`src/tl_pkg.sv`:
```
package tl_pkg;

    // a single-beat bus carries one address and one data word per request.
    localparam int ADDR_W = 32;
    localparam int DATA_W = 32;

    // request opcodes follow the usual TileLink channel A encoding.
    typedef enum logic [2:0] {
        PutFullData    = 3'd0,
        PutPartialData = 3'd1,
        Get            = 3'd4
    } tl_a_op_e;

    // response opcodes follow the channel D encoding.
    typedef enum logic [2:0] {
        AccessAck     = 3'd0,
        AccessAckData = 3'd1
    } tl_d_op_e;

endpackage

```
`src/uart_pkg.sv`:
```
package uart_pkg;

    localparam logic [31:0] UART_BASE = 32'h2000_0000;
    localparam logic [31:0] UART_MASK = 32'h0000_000F;

    localparam logic [31:0] REG_CTRL   = 32'h0;
    localparam logic [31:0] REG_STATUS = 32'h4;
    localparam logic [31:0] REG_RDATA  = 32'h8;
    localparam logic [31:0] REG_WDATA  = 32'hC;

    // control word layout.
    localparam int CTRL_TX_EN    = 0;
    localparam int CTRL_RX_EN    = 1;
    localparam int CTRL_BAUD_LSB = 16;
    localparam int CTRL_BAUD_MSB = 31;
    localparam int BAUD_W        = CTRL_BAUD_MSB - CTRL_BAUD_LSB + 1;

    // status word layout.
    localparam int TX_FULL  = 0;
    localparam int TX_EMPTY = 1;
    localparam int RX_FULL  = 2;
    localparam int RX_EMPTY = 3;

    localparam int FIFO_DEPTH = 32;
    localparam int BYTE_W     = 8;

    typedef enum logic [1:0] {
        IDLE,
        WAIT_DATA,
        WAIT_SPACE
    } reg_state_e;

endpackage

```
`src/sync_fifo.sv`:
```
`timescale 1ns/1ps

module sync_fifo #(
    parameter int DATA_WIDTH = 8,
    parameter int DEPTH      = 32
) (
    input  logic                  clk_i,
    input  logic                  rstn_i,
    input  logic [DATA_WIDTH-1:0] data_i,
    input  logic                  wr_en_i,
    input  logic                  rd_en_i,
    output logic [DATA_WIDTH-1:0] data_o,
    output logic                  full_o,
    output logic                  empty_o
);

    localparam int PTR_W = (DEPTH > 1) ? $clog2(DEPTH) : 1;

    logic [DATA_WIDTH-1:0] mem_q [DEPTH];
    logic [PTR_W-1:0]      wr_ptr_q;
    logic [PTR_W-1:0]      rd_ptr_q;
    logic [PTR_W:0]        count_q;

    always_ff @(posedge clk_i) begin
        if (!rstn_i) begin
            wr_ptr_q <= '0;
            rd_ptr_q <= '0;
            count_q  <= '0;
        end else begin
            if (wr_en_i) begin
                wr_ptr_q <= (wr_ptr_q == PTR_W'(DEPTH - 1)) ? '0 : wr_ptr_q + 1'b1;
            end
            if (rd_en_i) begin
                rd_ptr_q <= (rd_ptr_q == PTR_W'(DEPTH - 1)) ? '0 : rd_ptr_q + 1'b1;
            end
            case ({wr_en_i, rd_en_i})
                2'b10:   count_q <= count_q + 1'b1;
                2'b01:   count_q <= count_q - 1'b1;
                default: count_q <= count_q;
            endcase
        end
    end

    always_ff @(posedge clk_i) begin
        if (wr_en_i) begin
            mem_q[wr_ptr_q] <= data_i;
        end
    end

    // the FIFO falls through, so the head word is always on the output.
    assign data_o  = mem_q[rd_ptr_q];
    assign empty_o = (count_q == '0);
    assign full_o  = (count_q == (PTR_W + 1)'(DEPTH));

endmodule

```
`src/uart_rx.sv`:
```
`timescale 1ns/1ps

module uart_rx (
    input  logic                       clk_i,
    input  logic                       rstn_i,
    input  logic                       rx_i,
    input  logic [uart_pkg::BAUD_W-1:0] baud_div_i,
    output logic [uart_pkg::BYTE_W-1:0] byte_o,
    output logic                       byte_valid_o
);

    import uart_pkg::*;

    localparam int IDX_W = $clog2(BYTE_W);

    typedef enum logic [1:0] {
        RX_IDLE,
        RX_START,
        RX_DATA,
        RX_STOP
    } rx_state_e;

    rx_state_e         state_q;
    logic              rx_meta_q;
    logic              rx_sync_q;
    logic              rx_prev_q;
    logic [BAUD_W-1:0] cnt_q;
    logic [IDX_W-1:0]  bit_idx_q;
    logic [BYTE_W-1:0] shift_q;
    logic              valid_q;
    logic              bit_done;

    assign bit_done = (cnt_q == baud_div_i - 1'b1);

    always_ff @(posedge clk_i) begin
        if (!rstn_i) begin
            // the idle line is high, so the synchronizer starts there.
            rx_meta_q <= 1'b1;
            rx_sync_q <= 1'b1;
            rx_prev_q <= 1'b1;
            state_q   <= RX_IDLE;
            cnt_q     <= '0;
            bit_idx_q <= '0;
            valid_q   <= 1'b0;
        end else begin
            rx_meta_q <= rx_i;
            rx_sync_q <= rx_meta_q;
            rx_prev_q <= rx_sync_q;
            valid_q   <= 1'b0;
            cnt_q     <= cnt_q + 1'b1;
            case (state_q)
                RX_IDLE: begin
                    cnt_q <= '0;
                    if (rx_prev_q && !rx_sync_q) begin
                        state_q <= RX_START;
                    end
                end
                RX_START: begin
                    // a glitch shorter than half a bit is not a start bit.
                    if (cnt_q == {1'b0, baud_div_i[BAUD_W-1:1]}) begin
                        cnt_q     <= '0;
                        bit_idx_q <= '0;
                        state_q   <= rx_sync_q ? RX_IDLE : RX_DATA;
                    end
                end
                RX_DATA: begin
                    if (bit_done) begin
                        cnt_q     <= '0;
                        bit_idx_q <= bit_idx_q + 1'b1;
                        if (bit_idx_q == IDX_W'(BYTE_W - 1)) begin
                            state_q <= RX_STOP;
                        end
                    end
                end
                RX_STOP: begin
                    if (bit_done) begin
                        valid_q <= rx_sync_q;
                        state_q <= RX_IDLE;
                    end
                end
                default: state_q <= RX_IDLE;
            endcase
        end
    end

    // data bits arrive lsb first and shift in from the top.
    always_ff @(posedge clk_i) begin
        if (state_q == RX_DATA && bit_done) begin
            shift_q <= {rx_sync_q, shift_q[BYTE_W-1:1]};
        end
    end

    assign byte_o       = shift_q;
    assign byte_valid_o = valid_q;

endmodule

```
`src/uart_tx.sv`:
```
`timescale 1ns/1ps

module uart_tx (
    input  logic                       clk_i,
    input  logic                       rstn_i,
    input  logic                       tx_en_i,
    input  logic                       data_valid_i,
    input  logic [uart_pkg::BYTE_W-1:0] data_i,
    input  logic [uart_pkg::BAUD_W-1:0] baud_div_i,
    output logic                       consume_o,
    output logic                       tx_o
);

    import uart_pkg::*;

    localparam int IDX_W = $clog2(BYTE_W);

    typedef enum logic [1:0] {
        TX_IDLE,
        TX_START,
        TX_DATA,
        TX_STOP
    } tx_state_e;

    tx_state_e         state_q;
    logic [BAUD_W-1:0] cnt_q;
    logic [IDX_W-1:0]  bit_idx_q;
    logic [BYTE_W-1:0] shift_q;
    logic              tx_q;
    logic              bit_done;

    // the enable only gates the start of a frame.
    assign consume_o = (state_q == TX_IDLE) && tx_en_i && data_valid_i;
    assign bit_done  = (cnt_q == baud_div_i - 1'b1);

    always_ff @(posedge clk_i) begin
        if (!rstn_i) begin
            state_q   <= TX_IDLE;
            cnt_q     <= '0;
            bit_idx_q <= '0;
            tx_q      <= 1'b1;
        end else begin
            cnt_q <= bit_done ? '0 : cnt_q + 1'b1;
            case (state_q)
                TX_IDLE: begin
                    cnt_q <= '0;
                    if (consume_o) begin
                        tx_q    <= 1'b0;
                        state_q <= TX_START;
                    end
                end
                TX_START: begin
                    if (bit_done) begin
                        tx_q      <= shift_q[0];
                        bit_idx_q <= '0;
                        state_q   <= TX_DATA;
                    end
                end
                TX_DATA: begin
                    if (bit_done) begin
                        bit_idx_q <= bit_idx_q + 1'b1;
                        if (bit_idx_q == IDX_W'(BYTE_W - 1)) begin
                            tx_q    <= 1'b1;
                            state_q <= TX_STOP;
                        end else begin
                            tx_q <= shift_q[1];
                        end
                    end
                end
                TX_STOP: begin
                    if (bit_done) begin
                        state_q <= TX_IDLE;
                    end
                end
                default: state_q <= TX_IDLE;
            endcase
        end
    end

    always_ff @(posedge clk_i) begin
        if (consume_o) begin
            shift_q <= data_i;
        end else if (state_q == TX_DATA && bit_done) begin
            shift_q <= shift_q >> 1;
        end
    end

    assign tx_o = tx_q;

endmodule

```
`src/uart_reg_if.sv`:
```
`timescale 1ns/1ps

module uart_reg_if (
    input  logic                        clk_i,
    input  logic                        rstn_i,
    input  logic [tl_pkg::ADDR_W-1:0]   req_addr_i,
    input  logic [tl_pkg::DATA_W-1:0]   req_data_i,
    input  tl_pkg::tl_a_op_e            req_opcode_i,
    input  logic                        req_valid_i,
    output logic                        req_ready_o,
    output logic [tl_pkg::DATA_W-1:0]   rsp_data_o,
    output tl_pkg::tl_d_op_e            rsp_opcode_o,
    output logic                        rsp_valid_o,
    input  logic                        rsp_ready_i,
    input  logic                        tx_full_i,
    input  logic                        tx_empty_i,
    input  logic                        rx_full_i,
    input  logic                        rx_empty_i,
    input  logic [uart_pkg::BYTE_W-1:0] rx_fifo_data_i,
    input  logic [uart_pkg::BYTE_W-1:0] rx_byte_i,
    input  logic                        rx_byte_valid_i,
    output logic                        tx_wr_en_o,
    output logic [uart_pkg::BYTE_W-1:0] tx_wr_data_o,
    output logic                        rx_wr_en_o,
    output logic [uart_pkg::BYTE_W-1:0] rx_wr_data_o,
    output logic                        rx_rd_en_o,
    output logic                        tx_en_o,
    output logic                        rx_en_o,
    output logic [uart_pkg::BAUD_W-1:0] baud_div_o
);

    import tl_pkg::*;
    import uart_pkg::*;

    reg_state_e        state_q;
    reg_state_e        state_d;
    logic [DATA_W-1:0] ctrl_q;
    logic [DATA_W-1:0] ctrl_d;
    logic              rsp_valid_q;
    logic              rsp_valid_d;
    logic [DATA_W-1:0] rsp_data_q;
    logic [DATA_W-1:0] rsp_data_d;
    tl_d_op_e          rsp_opcode_q;
    tl_d_op_e          rsp_opcode_d;
    logic [BYTE_W-1:0] ovf_q;
    logic [BYTE_W-1:0] ovf_d;
    logic [DATA_W-1:0] status_w;
    logic [ADDR_W-1:0] offset;
    logic              addr_hit;
    logic              is_write;
    logic              req_fire;

    assign addr_hit = (req_addr_i & ~UART_MASK) == UART_BASE;
    assign offset   = req_addr_i & UART_MASK;
    assign is_write = (req_opcode_i == PutFullData) || (req_opcode_i == PutPartialData);

    // a new request waits until the previous response is gone or leaving.
    assign req_ready_o = (state_q == IDLE) && (!rsp_valid_q || rsp_ready_i);
    assign req_fire    = req_valid_i && req_ready_o;

    always_comb begin
        status_w           = '0;
        status_w[TX_FULL]  = tx_full_i;
        status_w[TX_EMPTY] = tx_empty_i;
        status_w[RX_FULL]  = rx_full_i;
        status_w[RX_EMPTY] = rx_empty_i;
    end

    always_comb begin
        state_d      = state_q;
        ctrl_d       = ctrl_q;
        rsp_valid_d  = rsp_valid_q && !rsp_ready_i;
        rsp_data_d   = rsp_data_q;
        rsp_opcode_d = rsp_opcode_q;
        ovf_d        = ovf_q;
        tx_wr_en_o   = 1'b0;
        tx_wr_data_o = req_data_i[BYTE_W-1:0];
        rx_rd_en_o   = 1'b0;
        case (state_q)
            IDLE: begin
                if (req_fire) begin
                    // unmapped or misdirected accesses get a plain ack or zero data.
                    rsp_valid_d  = 1'b1;
                    rsp_data_d   = '0;
                    rsp_opcode_d = is_write ? AccessAck : AccessAckData;
                    if (addr_hit && offset == REG_CTRL) begin
                        if (is_write) begin
                            ctrl_d = req_data_i;
                        end else begin
                            rsp_data_d = ctrl_q;
                        end
                    end else if (addr_hit && offset == REG_STATUS && !is_write) begin
                        rsp_data_d = status_w;
                    end else if (addr_hit && offset == REG_RDATA && !is_write) begin
                        if (rx_empty_i) begin
                            rsp_valid_d = 1'b0;
                            state_d     = WAIT_DATA;
                        end else begin
                            rsp_data_d = {{(DATA_W - BYTE_W){1'b0}}, rx_fifo_data_i};
                            rx_rd_en_o = 1'b1;
                        end
                    end else if (addr_hit && offset == REG_WDATA && is_write) begin
                        // a full FIFO still acks now, the byte waits in the buffer.
                        if (tx_full_i) begin
                            ovf_d   = req_data_i[BYTE_W-1:0];
                            state_d = WAIT_SPACE;
                        end else begin
                            tx_wr_en_o = 1'b1;
                        end
                    end
                end
            end
            WAIT_DATA: begin
                if (!rx_empty_i) begin
                    rsp_valid_d  = 1'b1;
                    rsp_data_d   = {{(DATA_W - BYTE_W){1'b0}}, rx_fifo_data_i};
                    rsp_opcode_d = AccessAckData;
                    rx_rd_en_o   = 1'b1;
                    state_d      = IDLE;
                end
            end
            WAIT_SPACE: begin
                if (!tx_full_i) begin
                    tx_wr_en_o   = 1'b1;
                    tx_wr_data_o = ovf_q;
                    state_d      = IDLE;
                end
            end
            default: state_d = IDLE;
        endcase
    end

    always_ff @(posedge clk_i) begin
        if (!rstn_i) begin
            state_q     <= IDLE;
            ctrl_q      <= '0;
            rsp_valid_q <= 1'b0;
        end else begin
            state_q     <= state_d;
            ctrl_q      <= ctrl_d;
            rsp_valid_q <= rsp_valid_d;
        end
    end

    always_ff @(posedge clk_i) begin
        rsp_data_q   <= rsp_data_d;
        rsp_opcode_q <= rsp_opcode_d;
        ovf_q        <= ovf_d;
    end

    // received bytes are dropped while receive is off or the FIFO is full.
    assign rx_wr_en_o   = rx_byte_valid_i && ctrl_q[CTRL_RX_EN] && !rx_full_i;
    assign rx_wr_data_o = rx_byte_i;

    assign rsp_data_o   = rsp_data_q;
    assign rsp_opcode_o = rsp_opcode_q;
    assign rsp_valid_o  = rsp_valid_q;
    assign tx_en_o      = ctrl_q[CTRL_TX_EN];
    assign rx_en_o      = ctrl_q[CTRL_RX_EN];
    assign baud_div_o   = ctrl_q[CTRL_BAUD_MSB:CTRL_BAUD_LSB];

endmodule

```
`src/uart_periph.sv`:
```
`timescale 1ns/1ps

module uart_periph (
    input  logic                      clk_i,
    input  logic                      rstn_i,
    input  logic [tl_pkg::ADDR_W-1:0] req_addr_i,
    input  logic [tl_pkg::DATA_W-1:0] req_data_i,
    input  tl_pkg::tl_a_op_e          req_opcode_i,
    input  logic                      req_valid_i,
    output logic                      req_ready_o,
    output logic [tl_pkg::DATA_W-1:0] rsp_data_o,
    output tl_pkg::tl_d_op_e          rsp_opcode_o,
    output logic                      rsp_valid_o,
    input  logic                      rsp_ready_i,
    input  logic                      rx_i,
    output logic                      tx_o
);

    import uart_pkg::*;

    logic              tx_wr_en;
    logic [BYTE_W-1:0] tx_wr_data;
    logic [BYTE_W-1:0] tx_head;
    logic              tx_full;
    logic              tx_empty;
    logic              tx_consume;
    logic              rx_wr_en;
    logic [BYTE_W-1:0] rx_wr_data;
    logic              rx_rd_en;
    logic [BYTE_W-1:0] rx_head;
    logic              rx_full;
    logic              rx_empty;
    logic [BYTE_W-1:0] rx_byte;
    logic              rx_byte_valid;
    logic              tx_en;
    logic [BAUD_W-1:0] baud_div;

    uart_reg_if i_reg_if (
        .clk_i           (clk_i),
        .rstn_i          (rstn_i),
        .req_addr_i      (req_addr_i),
        .req_data_i      (req_data_i),
        .req_opcode_i    (req_opcode_i),
        .req_valid_i     (req_valid_i),
        .req_ready_o     (req_ready_o),
        .rsp_data_o      (rsp_data_o),
        .rsp_opcode_o    (rsp_opcode_o),
        .rsp_valid_o     (rsp_valid_o),
        .rsp_ready_i     (rsp_ready_i),
        .tx_full_i       (tx_full),
        .tx_empty_i      (tx_empty),
        .rx_full_i       (rx_full),
        .rx_empty_i      (rx_empty),
        .rx_fifo_data_i  (rx_head),
        .rx_byte_i       (rx_byte),
        .rx_byte_valid_i (rx_byte_valid),
        .tx_wr_en_o      (tx_wr_en),
        .tx_wr_data_o    (tx_wr_data),
        .rx_wr_en_o      (rx_wr_en),
        .rx_wr_data_o    (rx_wr_data),
        .rx_rd_en_o      (rx_rd_en),
        .tx_en_o         (tx_en),
        .rx_en_o         (),
        .baud_div_o      (baud_div)
    );

    sync_fifo #(
        .DATA_WIDTH (BYTE_W),
        .DEPTH      (FIFO_DEPTH)
    ) i_tx_fifo (
        .clk_i   (clk_i),
        .rstn_i  (rstn_i),
        .data_i  (tx_wr_data),
        .wr_en_i (tx_wr_en),
        .rd_en_i (tx_consume),
        .data_o  (tx_head),
        .full_o  (tx_full),
        .empty_o (tx_empty)
    );

    sync_fifo #(
        .DATA_WIDTH (BYTE_W),
        .DEPTH      (FIFO_DEPTH)
    ) i_rx_fifo (
        .clk_i   (clk_i),
        .rstn_i  (rstn_i),
        .data_i  (rx_wr_data),
        .wr_en_i (rx_wr_en),
        .rd_en_i (rx_rd_en),
        .data_o  (rx_head),
        .full_o  (rx_full),
        .empty_o (rx_empty)
    );

    // the receiver runs even when disabled and the register block drops its bytes.
    uart_rx i_rx (
        .clk_i        (clk_i),
        .rstn_i       (rstn_i),
        .rx_i         (rx_i),
        .baud_div_i   (baud_div),
        .byte_o       (rx_byte),
        .byte_valid_o (rx_byte_valid)
    );

    uart_tx i_tx (
        .clk_i        (clk_i),
        .rstn_i       (rstn_i),
        .tx_en_i      (tx_en),
        .data_valid_i (!tx_empty),
        .data_i       (tx_head),
        .baud_div_i   (baud_div),
        .consume_o    (tx_consume),
        .tx_o         (tx_o)
    );

endmodule

```
`config.mk`:
```
export PLATFORM = sky130hd
export DESIGN_NAME = uart_periph
export DESIGN_NICKNAME = d
export VERILOG_FILES = /design/src/tl_pkg.sv /design/src/uart_pkg.sv /design/src/sync_fifo.sv /design/src/uart_rx.sv /design/src/uart_tx.sv /design/src/uart_reg_if.sv /design/src/uart_periph.sv
export SDC_FILE = /design/constraint.sdc
export NUM_CORES = 1
export LEC_CHECK = 0
export BUFFER_PORTS_ARGS = -buffer_cell sky130_fd_sc_hd__buf_2
export CORE_MARGIN = 3
export CORE_UTILIZATION = 31
export CTS_BUF_LIST = sky130_fd_sc_hd__clkbuf_4 sky130_fd_sc_hd__clkbuf_8
export DETAILED_ROUTE_END_ITERATION = 10
export GPL_ROUTABILITY_DRIVEN = 0
export PLACE_DENSITY = 0.48
export SLEW_MARGIN = 20
export SYNTH_ARGS = -nofsm -noshare
export SYNTH_HDL_FRONTEND = slang
export SYNTH_SLANG_ARGS = --single-unit
```
`constraint.sdc`:
```
create_clock -name clk_i -period 7.1 [get_ports clk_i]
set_input_delay 0.71 -clock clk_i [delete_from_list [all_inputs] [get_ports clk_i]]
set_output_delay 0.71 -clock clk_i [all_outputs]
set_load 0.005 [all_outputs]
```
==> summary.txt, run 1 <==
Outcome
  – Outcome: finished, final reports clean

Critical path
  – Critical-path top delay cell: nor4b_1
  – CP Cell Sequence: nor4b_1 -> and3_1 -> and3_1 -> o21a_1 -> clkinv_1 -> ha_1 -> xor2_1 -> ha_1 -> a21oi_1 -> nor3b_1 -> o21ai_0 -> a21oi_1 -> xnor2_1 -> nor2_1
  – Worst Setup Start Kind: flop
  – Data required, critical path: 7.67 ns
  – Setup crit end kind: flop
  – Buffers & Inverters on Critical Path: 1
  – CP Max Fanout: 13
  – WS Path Type: flop to flop
  – Kind of cell adding the most delay to the critical path: simple AND/OR/NAND/NOR gates
  – Arrival @ worst endpoint: between 4 and 5 ns
  – Slowest cell delay on critical path: 0.61 ns

Clock network
  – H-Tree Depth: 3
  – Clk_lat worst skew: slightly above 0.7 ns
  – CTS buffer count: 112
  – Hold_buf cts: 0
  – CTS Root Cell: clkbuf_8
  – Post-cts sizing count: 0
  – CTS tree: done
  – Clock-pin slew on the worst setup and hold paths: 0.06 ns
  – Worst-case clock buffer depth: 3
  – Clock Sinks: 693
  – Post-CTS setup buffers: 0

Synth
  – Cells after synthesis: 1794
  – Flops & latches, synth: 693
  – Area contributors post-synth: edfxtp_1 59%, mux4_2 12%, dfxtp_1 8.6%
  – Synth Flop Type: edfxtp_1
  – Sequential area share after synthesis: between 60% and 70%
  – Yosys cell types: 73
  – Top-count cell post-synth: edfxtp_1
  – YS warnings: 0
  – Top post-synthesis cells by count: 569 x edfxtp_1, 194 x nor2_1, 160 x mux4_2, 124 x dfxtp_1, 65 x clkbuf_1
  – Share of the synthesized area in the top cell type: about three fifths
  – Syn Std Cell Area: 28980 µm²
  – Synth async-reset ratio: 0%
  – Synth Area per Inst: 16.15 µm²
  – Post-synth EDFFs: 569
  – Yosys top cell by area: edfxtp_1

Route
  – Final wirelength: 68490 µm
  – Drt wl/cell: around 21 µm
  – DRT iter0 DRCs: 1157
  – Via count: 15970
  – Detailed Routing Iterations Pass 1: 5
  – Final ANT Viol Nets: 0
  – # DRC: 0
  – DR vias/cell: 4.885

Power and ir drop
  – VDD IR max: 132.2 µV
  – Leak: 10.86 nW
  – P per Cell Area: 240.5 nW/µm²

STA
  – Slew @ Worst Pin: roughly 1.0 ns
  – RSZ-0062 raised after global routing: false
  – Setup-failing EPs final: 0
  – Peak Freq: between 200 and 250 MHz
  – Period Utilization, post-route: 60.26%
  – Final Slew Violations: 0
  – TNS Setup: 0 ns
  – Final hold violation count: 0
  – Hold_ws: 0.1812 ns
  – Worst slew margin: 30.24%
  – Min cycle time layout: 4.279 ns
  – Clk_skew: 0.03519 ns

Cells and area
  – Nets: approximately 2000
  – Area growth from synthesis to final layout: 14.62%
  – Layout cells sized above 1: 25.19%

Floorplan
  – Placeable Area: 92220 µm²
  – Starting Density: 31.42%
  – Die width: 311.7 µm
  – DIE AREA: about 97000 µm²
  – I/O pins: 110
  – Row count: 111
  – Die height: just over 300 µm

GRT
  – Largest net degree at the start of global routing: 65
  – GRT Overall Usage: 13.97%
  – Antenna violations before repair: 7
  – First-pass GRT wire length: 103000 µm
  – Vias in the first global route: 16310
  – Total gr overflow: 0

Hold path
  – Hold WC Path Type: input pin to flop

Placement
  – Port bufs: around 110
  – DP Wirelength: 43690 µm

Flow run
  – MaxCap Viol Count: 0
[power by group]
| part | switching (mW) | total (mW) | internal [mW] | leakage [nW] |
|---|---|---|---|---|
| Combinational | 0.0967 | 0.144 | 0.0472 | 3.54 |
| Sequential | 0.0104 | 4.39 | 4.38 | 6.13 |
| Clock | 1.55 | 3.45 | 1.91 | 1.20 |
[path summary, 6_finish.rpt]
check / cells past startpoint / endpoint / startpoint / slack, ns
hold reg to reg: 1 / i_rx.rx_sync_q / i_rx.rx_meta_q / 0.40
setup reg to reg: 14 / i_tx_fifo.count_q[4] / i_reg_if.state_q[1] / 2.82
setup / recovery: 14 / i_tx_fifo.count_q[4] / i_reg_if.state_q[1] / 2.82
hold / removal: 2 / i_rx.rx_meta_q / rx_i / 0.18
[registers in the layout, indices dropped and copies added, names as in the netlist, 5 cells and up, named ones only]
register	flops
i_tx.shift_q	8
i_rx_fifo.wr_ptr_q	5
i_rx_fifo.mem_q	256
i_tx.cnt_q	16
i_reg_if.ctrl_q	32
i_tx_fifo.count_q	6
i_rx.byte_o	8
i_rx_fifo.count_q	6
i_rx_fifo.rd_ptr_q	5
i_tx_fifo.rd_ptr_q	5
i_reg_if.rsp_data_o	32
i_tx_fifo.wr_ptr_q	5
i_rx.cnt_q	16
i_tx_fifo.mem_q	256
i_reg_if.ovf_q	8
[metrics by stage]
stage / power (mW) / cell area, µm² / utilization, % / instances / worst slack [ns]
floorplan: 4.543 / 28980 / - / 1795 / 3.217
global placement: 4.612 / 30750 / 33.34 / 3051 / 2.516
detailed placement: 4.617 / 30750 / 33.34 / 3051 / 2.446
CTS: 8.113 / 33010 / 35.80 / 3255 / 2.820
global route: 8.296 / 33200 / 36.00 / 3266 / 2.327
finish: 7.988 / 33210 / 36.01 / 3269 / 2.821
[cell families after synthesis]
logic type	share of synthesized area [%]
buf+inv	1.835
compound gates	2.949
flops	67.54
mux	14.89
simple gates	8.101
other cells	0.01294
xor+xnor	3.338
fa+ha+maj	1.339
[placed cells by master, fill, tap and decap left out, types with 8 or more instances in the layout]
master	netlist	routed
a21oi_1	46	46
a31oi_1	8	8
and2_1	29	29
and3_1	18	18
buf_2	7	106
buf_4	3	12
clkbuf_4	0	48
clkbuf_8	0	119
clkinv_1	2	26
dfxtp_1	124	120
edfxtp_1	569	569
ha_1	31	31
inv_1	25	24
mux2_2	16	16
mux2i_1	53	53
mux4_2	160	160
nand2_1	61	61
nand2b_1	9	9
nand3_1	39	39
nand3b_1	11	11
nand4_1	11	11
nor2_1	194	193
nor2b_1	8	8
nor3_1	21	21
nor4_1	15	15
o21ai_0	44	44
or3_1	9	9
xnor2_1	52	52
xor2_1	43	43
[per-layer routing]
layer	GRT usage, %	part of all wire [%]	up-vias
met1	19.04	46	8136
met4	5.275	2.9	4
li1	-	-	7235
met3	3.478	6.1	136
met5	0	0.039	-
met2	21.57	45	457
[layout make-up]
class,instances,area [µm²]
Sequential cell,693,19580
Inverter,27,101.3
Clock buffer,167,1998
Fill cell,8754,59010
Clock inverter,37,265.3
Multi-Input combinational cell,970,8892
Timing Repair Buffer,127,807.0
Antenna cell,5,12.51
Tap cell,1243,1555
(Power assumes the default switching activity.)
==> inputs of run 2 (changes only) <==
PLACE_DENSITY = 0.49   (was 0.48)
clock period = 3.6 ns   (was 7.1 ns; I/O delays follow)
==> run 2 against run 1 <==
  * Register-to-register slack worse by 2.5 ns
  * Combinational power is 130% higher
  * Via count is 2.6% higher
  * Die area stayed put
  * First-iteration DRC count is 6.3% higher
  * Critical path depth is 5 lower
  * Routed wire length is 2.7% higher
==> summary.txt, run 2 (same netlist as run 1, synthesis figures left out) <==
Outcome
  – Outcome: finished, final reports clean

Floorplan
  – I/O pins: 110
  – DIE AREA: 97170 µm²
  – Die height: 311.7 µm
  – Starting Density: 31.42%
  – Placeable Area: approximately 90000 µm²
  – Row count: 111
  – Die width: 311.7 µm

Cells and area
  – # fillers: 8703
  – Area growth from synthesis to final layout: 18.00%
  – Commonest non-fill, non-tap cells in the layout: 569 x edfxtp_1, 193 x nor2_1, 160 x mux4_2
  – Layout cells sized above 1: 27.91%
  – Most common cell after layout, fill and taps aside: edfxtp_1
  – Post-route insts no fill: 3391
  – Nets: 2156
  – Largest registers: i_rx_fifo.mem_q (256), i_tx_fifo.mem_q (256)
  – Final Core Density: a little under two fifths

Critical path
  – R2R Setup Slk: between 0.3 and 0.4 ns
  – Data required, critical path: 4.23 ns
  – FF-to-FF path depth: 9
  – CP Cell Sequence: nor4_2 -> nand3_1 -> xnor2_1 -> or4_4 -> or4_4 -> nor3b_2 -> buf_4 -> nand2_1 -> a21oi_1
  – Setup crit end kind: flop
  – Arrival @ worst endpoint: 3.93 ns
  – RR Endpoint: i_rx.bit_idx_q[1]
  – Reg2reg start: i_reg_if.ctrl_q[18]
  – Worst Setup Start Kind: flop
  – Critical-path top delay cell: nor4_2
  – WS Path Type: flop to flop
  – CP Max Fanout: 10
  – Slowest cell delay on critical path: 0.63 ns
  – Most frequent CP cell: or4_4

Clock network
  – Post-CTS setup buffers: 0
  – H-Tree Depth: 3
  – CTS buffer count: 113
  – Worst-case clock buffer depth: 3
  – Clock-pin slew on the worst setup and hold paths: 0.06 ns
  – CTS tree: done
  – CTS Root Cell: clkbuf_8
  – Clock Sinks: 693
  – Clk_lat worst skew: 0.73 ns

Route
  – Drt wl/cell: approximately 21 µm
  – DRT iter0 DRCs: 1230
  – # DRC: 0
  – Final wirelength: 70320 µm
  – Detailed Routing Iterations Pass 1: 5
  – Via count: 16380
  – DR vias/cell: 4.830
  – Final ANT Viol Nets: 0

STA
  – Setup-failing EPs final: 0
  – Slew @ Worst Pin: about 0.97 ns
  – RSZ-0062 raised after global routing: false
  – Final hold violation count: 0
  – Fin worst setup slack: between 0.3 and 0.4 ns
  – Hold_ws: between 0.2 and 0.3 ns
  – Clk_skew: 0.05482 ns
  – Worst slew margin: 35.42%
  – Period Utilization, post-route: 91.65%
  – Peak Freq: 303.1 MHz
  – Final Slew Violations: 0
  – Min cycle time layout: around 3.3 ns

Placement
  – Port bufs: 106
  – Inst Count DP: roughly 3100
  – DP Wirelength: 45090 µm
  – Post-place setup slack: around 0.019 ns

GRT
  – First-pass GRT wire length: 106500 µm
  – Antenna violations before repair: 8
  – Total gr overflow: 0
  – Largest net degree at the start of global routing: 65
  – GRT Overall Usage: 14.39%
  – Vias in the first global route: about 17000

Flow run
  – MaxCap Viol Count: 0

Power and ir drop
  – Leak: about 11 nW
  – VDD IR max: 284.9 µV
  – P per Cell Area: 456.4 nW/µm²

Hold path
  – Min-delay src: req_addr_i[2]
  – Min-Delay Endpoint: i_reg_if.state_q[0]
  – Hold WC Path Type: input pin to flop
  – Hold path depth: 6
[run 2: cell count changes in the layout (fill, tap and decap cells not counted), sizes merged]
cell / delta
buf: +82
bufinv: -3
clkbuf: +1
clkinv: +2
clkinvlp: +3
diode: -3
dlygate4sd3: +39
inv: +1
[run 2: area by class of cell]
class | count | area, µm² | share of cell area [%]
clock buffer | 168 | 1993 | 5.829
timing repair buffer | 248 | 1838 | 5.376
clock inverter | 40 | 212.7 | 0.6221
inverter | 27 | 106.4 | 0.3110
tap | 1243 | 1555 | 4.549
sequential | 693 | 19580 | 57.26
antenna | 2 | 5.005 | 0.01464
multi-input combinational | 970 | 8902 | 26.04
[run 2: worst max path at each step]
stage | from | end | depth (start not counted)
floorplan | i_reg_if.state_q[0] | i_tx_fifo.count_q[4] | 15
global placement | req_addr_i[27] | i_rx_fifo.count_q[4] | 17
detailed placement | req_addr_i[27] | i_rx_fifo.count_q[4] | 17
CTS | i_reg_if.ctrl_q[18] | i_tx.shift_q[6] | 9
global route | i_reg_if.ctrl_q[18] | i_rx.bit_idx_q[2] | 9
finish | i_reg_if.ctrl_q[18] | i_rx.bit_idx_q[1] | 9
[run 2: timing repair]
| action | in CTS | in global routing |
|---|---|---|
| setup endpoints to repair | 0 | 8 |
| resized for setup | 0 | 3 |
| hold buffers | 39 | 0 |
| hold endpoints to repair | 48 | 0 |
[run 2: worst max-delay path, delay by kind of cell (launching register included)]
kind / cells / cell delay, ns
AO/OA/AOI/OAI: 1 / 0.13
XOR/XNOR: 1 / 0.23
flip-flops: 1 / 0.35
AND/OR/NAND/NOR: 6 / 2.26
buffers and inverters: 1 / 0.22
[run 2: per-layer routing]
metal	share of wire [%]	up-vias	track usage [%]
met5	0.068	-	0
met4	2.0	8	4.152
met3	5.7	108	3.152
met2	46	393	22.79
met1	46	8396	19.93
li1	-	7472	-
[run 2: per-stage QoR]
step / power [mW] / instance area (µm²) / setup TNS [ns]
finish: 15.60 / 34190 / 0
global route: 16.24 / 34190 / 0
CTS: 15.86 / 34050 / 0
detailed placement: 9.117 / 31450 / 0
global placement: 9.104 / 31450 / -0.007043
floorplan: 8.959 / 28990 / 0
[run 2: power by group]
group / total [mW] / switching [mW] / internal [mW]
registers: 8.66 / 0.0189 / 8.64
logic: 0.329 / 0.205 / 0.124
clock network: 6.62 / 3.07 / 3.55
total: 15.6 / 3.29 / 12.3
